==> config.mk <==
export PLATFORM = sky130hd
export DESIGN_NAME = axi_sub
export DESIGN_NICKNAME = d
export VERILOG_FILES = /design/src/hdl/axi_proto_pkg.sv /design/src/hdl/axi_sub_wr.sv /design/src/hdl/axi_sub_rd.sv /design/src/hdl/axi_sub.sv
export SDC_FILE = /design/constraint.sdc
export NUM_CORES = 1
export LEC_CHECK = 0
export BUFFER_PORTS_ARGS = -buffer_cell sky130_fd_sc_hd__buf_2
export CELL_PAD_IN_SITES_DETAIL_PLACEMENT = 1
export CELL_PAD_IN_SITES_GLOBAL_PLACEMENT = 2
export CORE_ASPECT_RATIO = 0.8
export CORE_MARGIN = 2
export CORE_UTILIZATION = 37
export DETAILED_ROUTE_END_ITERATION = 10
export PLACE_DENSITY = 0.84
export SLEW_MARGIN = 20
export SYNTH_ARGS = -nofsm -noshare
export SYNTH_HDL_FRONTEND = slang
export SYNTH_SLANG_ARGS = --single-unit
==> constraint.sdc <==
create_clock -name clk -period 10.6 [get_ports clk]
set_clock_uncertainty 0.15 [all_clocks]
set_input_delay 0.53 -clock clk [delete_from_list [all_inputs] [get_ports clk]]
set_output_delay 0.53 -clock clk [all_outputs]
set_load 0.01 [all_outputs]
==> src/hdl/axi_proto_pkg.sv <==
// AXI4 protocol field types shared by the subordinate engines
// EXOKAY and DECERR are listed for completeness, the design never returns them

package axi_proto_pkg;

    // AxBURST encoding
    typedef enum logic [1:0] {
        FIXED = 2'b00,  // Same address every beat
        INCR  = 2'b01,  // Address steps by the beat size
        WRAP  = 2'b10   // Answered with SLVERR here
    } axi_burst_t;

    // xRESP encoding
    typedef enum logic [1:0] {
        OKAY   = 2'b00,
        EXOKAY = 2'b01, // Exclusive access only
        SLVERR = 2'b10,
        DECERR = 2'b11  // No decoder behind this port
    } axi_resp_t;

    // AxLEN, beats minus one, 1 to 256 beats
    typedef logic [7:0] axi_len_t;

    // AxSIZE, log2 of bytes per beat
    typedef logic [2:0] axi_size_t;

endpackage

==> src/hdl/axi_sub_wr.sv <==
// AXI4 write engine, one burst at a time, one component write per W beat
// WRAP bursts drain all W beats and answer SLVERR without touching memory
// AWSIZE wider than the data bus is not checked
`timescale 1ns/100ps

module axi_sub_wr #(
    parameter int AW = 12,
    parameter int DW = 32,
    parameter int IW = 4
) (
    input  logic                      clk,
    input  logic                      reset,
    // AW channel
    input  logic                      awvalid,
    output logic                      awready,
    input  logic [AW-1:0]             awaddr,
    input  logic [IW-1:0]             awid,
    input  axi_proto_pkg::axi_len_t   awlen,
    input  axi_proto_pkg::axi_size_t  awsize,
    input  axi_proto_pkg::axi_burst_t awburst,
    // W channel
    input  logic                      wvalid,
    output logic                      wready,
    input  logic [DW-1:0]             wdata,
    input  logic [DW/8-1:0]           wstrb,
    input  logic                      wlast,
    // B channel
    output logic                      bvalid,
    input  logic                      bready,
    output logic [IW-1:0]             bid,
    output axi_proto_pkg::axi_resp_t  bresp,
    // Component write request
    output logic                      wr_req,
    input  logic                      wr_gnt,
    output logic [AW-1:0]             wr_addr,
    output logic [DW-1:0]             wr_data,
    output logic [DW/8-1:0]           wr_strb
);
    import axi_proto_pkg::*;

    typedef enum logic [1:0] {st_idle, st_data, st_resp} wr_state_t;

    wr_state_t  state;
    logic [AW-1:0] addr_q;      // Burst address, low bits dropped once stepped
    axi_size_t  size_q;
    axi_burst_t burst_q;
    axi_len_t   beats_q;        // Beats left after the next W transfer
    logic       beat_pend;      // Beat held until granted
    logic       last_q;         // Held beat closes the burst
    logic [AW-1:0] size_mask;
    logic [AW-1:0] addr_aln;
    logic       beat_done;
    logic       w_xfer;

    assign size_mask = {AW{1'b1}} << size_q;
    assign addr_aln  = addr_q & size_mask;   // Aligned down to the beat size
    assign wr_addr   = addr_aln;
    assign wr_req    = beat_pend && (burst_q != WRAP);
    // WRAP beats retire on their own
    assign beat_done = beat_pend && (wr_gnt || (burst_q == WRAP));
    assign wready    = (state == st_data) && !beat_pend;
    assign w_xfer    = wvalid && wready;
    assign bvalid    = (state == st_resp);

    always_ff @(posedge clk) begin
        if (reset) begin
            state     <= st_idle;
            awready   <= 1'b0;
            beat_pend <= 1'b0;
        end else begin
            case (state)
                st_idle: begin
                    awready <= 1'b1;              // Rises the cycle after reset
                    if (awvalid && awready) begin
                        awready <= 1'b0;
                        state   <= st_data;
                    end
                end
                st_data: begin
                    if (w_xfer)
                        beat_pend <= 1'b1;
                    if (beat_done) begin
                        beat_pend <= 1'b0;
                        if (last_q)
                            state <= st_resp;
                    end
                end
                st_resp: begin
                    if (bready) begin             // B transfer
                        state   <= st_idle;
                        awready <= 1'b1;
                    end
                end
                default: state <= st_idle;
            endcase
        end
    end

    // Burst context and beat payload
    always_ff @(posedge clk) begin
        if (awvalid && awready) begin
            addr_q  <= awaddr;
            size_q  <= awsize;
            burst_q <= awburst;
            beats_q <= awlen;
            bid     <= awid;                                 // ID echo
            bresp   <= (awburst == WRAP) ? SLVERR : OKAY;    // Sticky for the burst
        end
        if (w_xfer) begin
            wr_data <= wdata;
            wr_strb <= wstrb;
            last_q  <= wlast || (beats_q == '0);  // Either ends the burst
            beats_q <= beats_q - 1'b1;
        end
        if (beat_done && (burst_q == INCR))
            addr_q <= addr_aln + (AW'(1) << size_q);  // Wraps at top of memory
    end

endmodule

==> src/hdl/axi_sub_rd.sv <==
// AXI4 read engine, one burst at a time, returned words go through a 2-entry skid buffer
// At most two reads are outstanding, so rready low never loses data
// WRAP bursts return zero data with SLVERR and issue no reads
`timescale 1ns/100ps

module axi_sub_rd #(
    parameter int AW = 12,
    parameter int DW = 32,
    parameter int IW = 4
) (
    input  logic                      clk,
    input  logic                      reset,
    // AR channel
    input  logic                      arvalid,
    output logic                      arready,
    input  logic [AW-1:0]             araddr,
    input  logic [IW-1:0]             arid,
    input  axi_proto_pkg::axi_len_t   arlen,
    input  axi_proto_pkg::axi_size_t  arsize,
    input  axi_proto_pkg::axi_burst_t arburst,
    // R channel
    output logic                      rvalid,
    input  logic                      rready,
    output logic [IW-1:0]             rid,
    output logic [DW-1:0]             rdata,
    output axi_proto_pkg::axi_resp_t  rresp,
    output logic                      rlast,
    // Component read request and return
    output logic                      rd_req,
    input  logic                      rd_gnt,
    output logic [AW-1:0]             rd_addr,
    input  logic                      rd_data_valid,  // Cycle after a read grant
    input  logic [DW-1:0]             sram_rdata
);
    import axi_proto_pkg::*;

    logic          busy;
    logic [AW-1:0] addr_q;
    axi_size_t     size_q;
    axi_burst_t    burst_q;
    logic [8:0]    issue_cnt;     // Beats left to issue, up to 256
    axi_len_t      ret_cnt;       // Beats left to return after the next one
    logic [AW-1:0] size_mask;
    logic [AW-1:0] addr_aln;
    logic          is_wrap;
    logic          issue_left;
    logic          fake_push;     // WRAP beat, no memory read
    logic          push;
    logic          pop;
    logic [1:0]    fill;          // Buffer use plus read in flight
    logic [DW-1:0] buf_data [2];
    logic          buf_last [2];
    axi_resp_t     buf_resp [2];
    logic          wr_ptr;
    logic          rd_ptr;
    logic [1:0]    buf_cnt;

    assign size_mask  = {AW{1'b1}} << size_q;
    assign addr_aln   = addr_q & size_mask;
    assign rd_addr    = addr_aln;
    assign is_wrap    = (burst_q == WRAP);
    assign issue_left = busy && (issue_cnt != '0);
    assign pop        = rvalid && rready;
    assign fill       = buf_cnt + {1'b0, rd_data_valid} - {1'b0, pop};
    assign rd_req     = issue_left && !is_wrap && (fill < 2'd2);  // Keep a slot free
    assign fake_push  = issue_left && is_wrap && (fill < 2'd2);
    assign push       = rd_data_valid || fake_push;

    assign rvalid = (buf_cnt != 2'd0);
    assign rdata  = buf_data[rd_ptr];
    assign rresp  = buf_resp[rd_ptr];
    assign rlast  = buf_last[rd_ptr];

    always_ff @(posedge clk) begin
        if (reset) begin
            busy    <= 1'b0;
            arready <= 1'b0;
            buf_cnt <= 2'd0;
            wr_ptr  <= 1'b0;
            rd_ptr  <= 1'b0;
        end else begin
            if (!busy) begin
                arready <= !(arvalid && arready);  // High from the cycle after reset
                if (arvalid && arready)
                    busy <= 1'b1;
            end else if (pop && rlast) begin       // Burst fully returned
                busy    <= 1'b0;
                arready <= 1'b1;
            end
            if (push)
                wr_ptr <= ~wr_ptr;
            if (pop)
                rd_ptr <= ~rd_ptr;
            buf_cnt <= buf_cnt + {1'b0, push} - {1'b0, pop};
        end
    end

    // Burst context, counters and buffer entries
    always_ff @(posedge clk) begin
        if (arvalid && arready) begin
            addr_q    <= araddr;
            size_q    <= arsize;
            burst_q   <= arburst;
            rid       <= arid;
            issue_cnt <= {1'b0, arlen} + 9'd1;
            ret_cnt   <= arlen;
        end else begin
            if (rd_gnt || fake_push) begin
                issue_cnt <= issue_cnt - 9'd1;
                if (burst_q == INCR)
                    addr_q <= addr_aln + (AW'(1) << size_q);
            end
            if (push)
                ret_cnt <= ret_cnt - 1'b1;
        end
        if (push) begin
            buf_data[wr_ptr] <= rd_data_valid ? sram_rdata : '0;
            buf_last[wr_ptr] <= (ret_cnt == '0);     // Returns stay in order
            buf_resp[wr_ptr] <= is_wrap ? SLVERR : OKAY;
        end
    end

endmodule

==> src/hdl/axi_sub.sv <==
// AXI4 subordinate, write and read engines sharing one component port
// Ties alternate starting with write, SRAM read latency is fixed at one cycle
`timescale 1ns/100ps

module axi_sub #(
    parameter int AW = 12,
    parameter int DW = 32,
    parameter int IW = 4
) (
    input  logic                            clk,
    input  logic                            reset,
    input  logic                            awvalid,
    output logic                            awready,
    input  logic [AW-1:0]                   awaddr,
    input  logic [IW-1:0]                   awid,
    input  axi_proto_pkg::axi_len_t         awlen,
    input  axi_proto_pkg::axi_size_t        awsize,
    input  axi_proto_pkg::axi_burst_t       awburst,
    input  logic                            wvalid,
    output logic                            wready,
    input  logic [DW-1:0]                   wdata,
    input  logic [DW/8-1:0]                 wstrb,
    input  logic                            wlast,
    output logic                            bvalid,
    input  logic                            bready,
    output logic [IW-1:0]                   bid,
    output axi_proto_pkg::axi_resp_t        bresp,
    input  logic                            arvalid,
    output logic                            arready,
    input  logic [AW-1:0]                   araddr,
    input  logic [IW-1:0]                   arid,
    input  axi_proto_pkg::axi_len_t         arlen,
    input  axi_proto_pkg::axi_size_t        arsize,
    input  axi_proto_pkg::axi_burst_t       arburst,
    output logic                            rvalid,
    input  logic                            rready,
    output logic [IW-1:0]                   rid,
    output logic [DW-1:0]                   rdata,
    output axi_proto_pkg::axi_resp_t        rresp,
    output logic                            rlast,
    // SRAM side, word addressed
    output logic                            sram_cs,
    output logic                            sram_we,
    output logic [AW-$clog2(DW/8)-1:0]      sram_addr,
    output logic [DW-1:0]                   sram_wdata,
    output logic [DW/8-1:0]                 sram_strb,
    input  logic [DW-1:0]                   sram_rdata
);
    localparam int BW = $clog2(DW / 8);  // Byte offset bits

    logic          wr_req;
    logic          wr_gnt;
    logic [AW-1:0] wr_addr;
    logic [DW-1:0] wr_data;
    logic [DW/8-1:0] wr_strb;
    logic          rd_req;
    logic          rd_gnt;
    logic [AW-1:0] rd_addr;
    logic          rd_data_valid;
    logic          prio_wr;          // Write wins the next tie

    axi_sub_wr #(.AW(AW), .DW(DW), .IW(IW)) i_wr (.*);
    axi_sub_rd #(.AW(AW), .DW(DW), .IW(IW)) i_rd (.*);

    assign wr_gnt = wr_req && (!rd_req || prio_wr);
    assign rd_gnt = rd_req && !wr_gnt;

    always_ff @(posedge clk) begin
        if (reset) begin
            prio_wr       <= 1'b1;
            rd_data_valid <= 1'b0;
        end else begin
            rd_data_valid <= rd_gnt;     // SRAM data valid one cycle later
            if (wr_gnt)
                prio_wr <= 1'b0;
            else if (rd_gnt)
                prio_wr <= 1'b1;
        end
    end

    assign sram_cs    = wr_gnt || rd_gnt;
    assign sram_we    = wr_gnt;
    assign sram_addr  = wr_gnt ? wr_addr[AW-1:BW] : rd_addr[AW-1:BW];  // Byte to word
    assign sram_wdata = wr_data;
    assign sram_strb  = wr_strb;

endmodule

==> results.json <==
{
  "setup_ws_ps": 6720,
  "slew_violations": 0,
  "end_kind": "output port",
  "async_reset_ff_share_pct": 0,
  "final_cells": 1219,
  "fin_area_mm2": 0.01074,
  "nNetsFinal": 1056,
  "drt_wl_total_um": 20720,
  "start_util_pct": 37.45,
  "dr.pass1.iters": 4,
  "grt_antenna_before_repair": 0,
  "holdWs_ps": 118.3,
  "max_freq_mhz": 257.7,
  "peakVddDrop_v": 0.0001058,
  "grt_pass1_wl_um": 32950,
  "vias": 5869,
  "die_w_um": 175.6,
  "fillCellCount": 2520,
  "place_congestion": 0.7776,
  "post-place-cells": 1189,
  "die-area_mm2": 0.02480,
  "track_usage_pct": 17.22,
  "path_clk_slew_ps": 70,
  "final-setup-viol-count": 0,
  "clk_latency_ps": 430,
  "cts_buffers": 17,
  "clockBufferDepth": 2,
  "yosysWarnings": 0,
  "layout-drive-gt1-share_pct": 35.61,
  "final_util_pct": 46.16,
  "fp-row-count": 50,
  "worstSetupStartpointType": "register",
  "ys_ff_latch": 186,
  "maxCapViolCount": 0,
  "crit_required_ps": 9920,
  "yosysSeqAreaShare_pct": 62.60,
  "rsz0062_at_grt": "no",
  "place_ws_ps": 6812,
  "cts_setup_buffers": 0,
  "path_max_fanout": 12,
  "hold_viol_final": 0,
  "wl_per_cell_um": 17.00,
  "cts-root-buf": "clkbuf_16",
  "max_slew.worst_pin.slew_ps": 1048,
  "synth_cell_types": 58,
  "layout_worst_path_cycle_share_pct": 36.60,
  "grt_max_degree": 38,
  "antennaDiodeCount": 0,
  "slew_headroom_pct": 29.99,
  "io_buffer_count": 229,
  "die_y_um": 141.3,
  "grt.overflow.total": 0,
  "p_total_mw": 1.823,
  "synthFlopType": "edfxtp_1",
  "critical_path_class": "register to output port",
  "ioPinCount": 232,
  "post-dp-hpwl_um": 15290,
  "cp_data_arrival_time_ps": 3200,
  "cts_tree": "yes",
  "status": "complete, no violations",
  "area_delta_synth_final_pct": 23.26,
  "p_per_area_mw_per_mm2": 169.8,
  "p_leak_nw": 4.239,
  "via_per_inst": 4.815,
  "synth_edf_count": 173,
  "drtIter0Drc": 324,
  "hold_path.class": "input pin to register",
  "antenna_left": 0,
  "core_mm2": 0.02327,
  "holdBufCountCts": 0,
  "syn-cell-area_mm2": 0.008715,
  "synth.avg_cell_area_um2": 13.03,
  "place_area_mm2": 0.01016,
  "grt_pass1_vias": 6204,
  "synthCells": 669,
  "period_needed_ps": 3880,
  "drc": 0,
  "cts.sinks": 186,
  "cts_resized": 0,
  "tns_ps": 0,
  "htree_levels": 4
}
==> report_power, final <==
group / leakage [nW] / internal, mW / switching (mW)
sequential: 1.72 / 0.862 / 0.0317
combinational: 2.24 / 0.134 / 0.159
clock: 0.276 / 0.366 / 0.270
==> state kept, by name (all words and copies together), names as in the netlist, 3 cells and up, named ones only <==
| signal | flops |
|---|---|
| i_rd.size_q | 3 |
| i_rd.issue_cnt | 9 |
| i_wr.wr_strb | 4 |
| i_rd.buf_data | 64 |
| i_wr.beats_q | 8 |
| i_wr.addr_q | 12 |
| i_wr.size_q | 3 |
| i_rd.rid | 4 |
| i_rd.ret_cnt | 8 |
| i_wr.bid | 4 |
| i_wr.wr_data | 32 |
| i_rd.addr_q | 12 |
==> cell type report <==
| type | count | area (um2) | share of cell area [%] |
|---|---|---|---|
| well taps | 312 | 390.4 | 3.634 |
| clock inverters | 13 | 151.4 | 1.409 |
| flip-flops and latches | 186 | 5455 | 50.79 |
| clock buffers | 17 | 425.4 | 3.960 |
| multi-input cells | 436 | 3060 | 28.49 |
| repair buffers | 233 | 1176 | 10.95 |
| inverters | 22 | 82.58 | 0.7688 |
==> worst paths after layout <==
path | startpoint | cells after the start | endpoint | slack, ps
worst min-delay path | awid[2] | 1 | i_wr.bid[2] | 120
worst min register to register | i_wr.state[1] | 1 | i_wr.state[0] | 360
worst max-delay path | i_rd.buf_cnt[0] | 9 | sram_addr[0] | 6720
worst max register to register | i_rd.buf_cnt[0] | 8 | i_wr.addr_q[6] | 6870
==> placed cells by master (no fill, tap or decap), types with 22 or more instances in the layout <==
master    count
buf_2       229
edfxtp_1    173
nand2_1      73
mux2_2       43
and2_1       36
o21ai_0      36
nor2_1       32
xnor2_1      29
ha_1         24
inv_1        22
==> synth_stat cells (3+ instances only) <==
cell,instances,area [um2]
a21boi_0,4,30.03
a21oi_1,20,100.1
and2_1,36,225.2
and3_1,4,25.02
and3b_1,3,26.28
buf_6,4,45.04
clkbuf_1,18,67.56
dfxtp_1,13,260.3
edfxtp_1,173,5195
ha_1,24,300.3
inv_1,22,82.58
mux2_2,43,484.2
nand2_1,73,274.0
nand2b_1,10,62.56
nand3_1,9,45.04
nand4_1,3,18.77
nor2_1,34,127.6
nor2b_1,12,75.07
nor3_1,12,60.06
nor3b_1,8,60.06
nor4_1,3,18.77
nor4b_1,5,43.79
o21ai_0,36,180.2
o21ai_1,4,20.02
o21ai_2,7,61.31
or2_2,3,18.77
xnor2_1,29,254.0
xor2_1,21,183.9
==> routing by layer <==
metal / wire length, um / vias to the layer above / GRT usage (%)
li1: - / 2870 / -
met1: 9177 / 2806 / 22.22
met2: 9892 / 172 / 28.01
met3: 1342 / 21 / 5.332
met4: 306 / 0 / 5.089
met5: 0 / - / 0
==> critical path: stages, from the launching register on <==
cell and delay, ps:
dfxtp_1 330, or2_2 300, and2_1 210, ha_1 290, nand2b_1 150, xnor2_1 190
and4_4 220, nor2_2 530, mux2_2 410, buf_2 140
==> cells by family (layout without fill, tap and decap cells) <==
kind of cell,count (synthesis),count (layout),synth area share [%]
adders and majority gates,26,26,3.905
muxes,44,44,5.686
other,1,2,0.04303
AOI/OAI and AO/OA,89,89,6.562
xor gates and xnor gates,50,50,5.025
and+or+nand+nor,225,225,13.65
DFF,186,186,62.60
buffers and inverters,48,285,2.527
No activity file was read; power rests on OpenSTA's default activity.
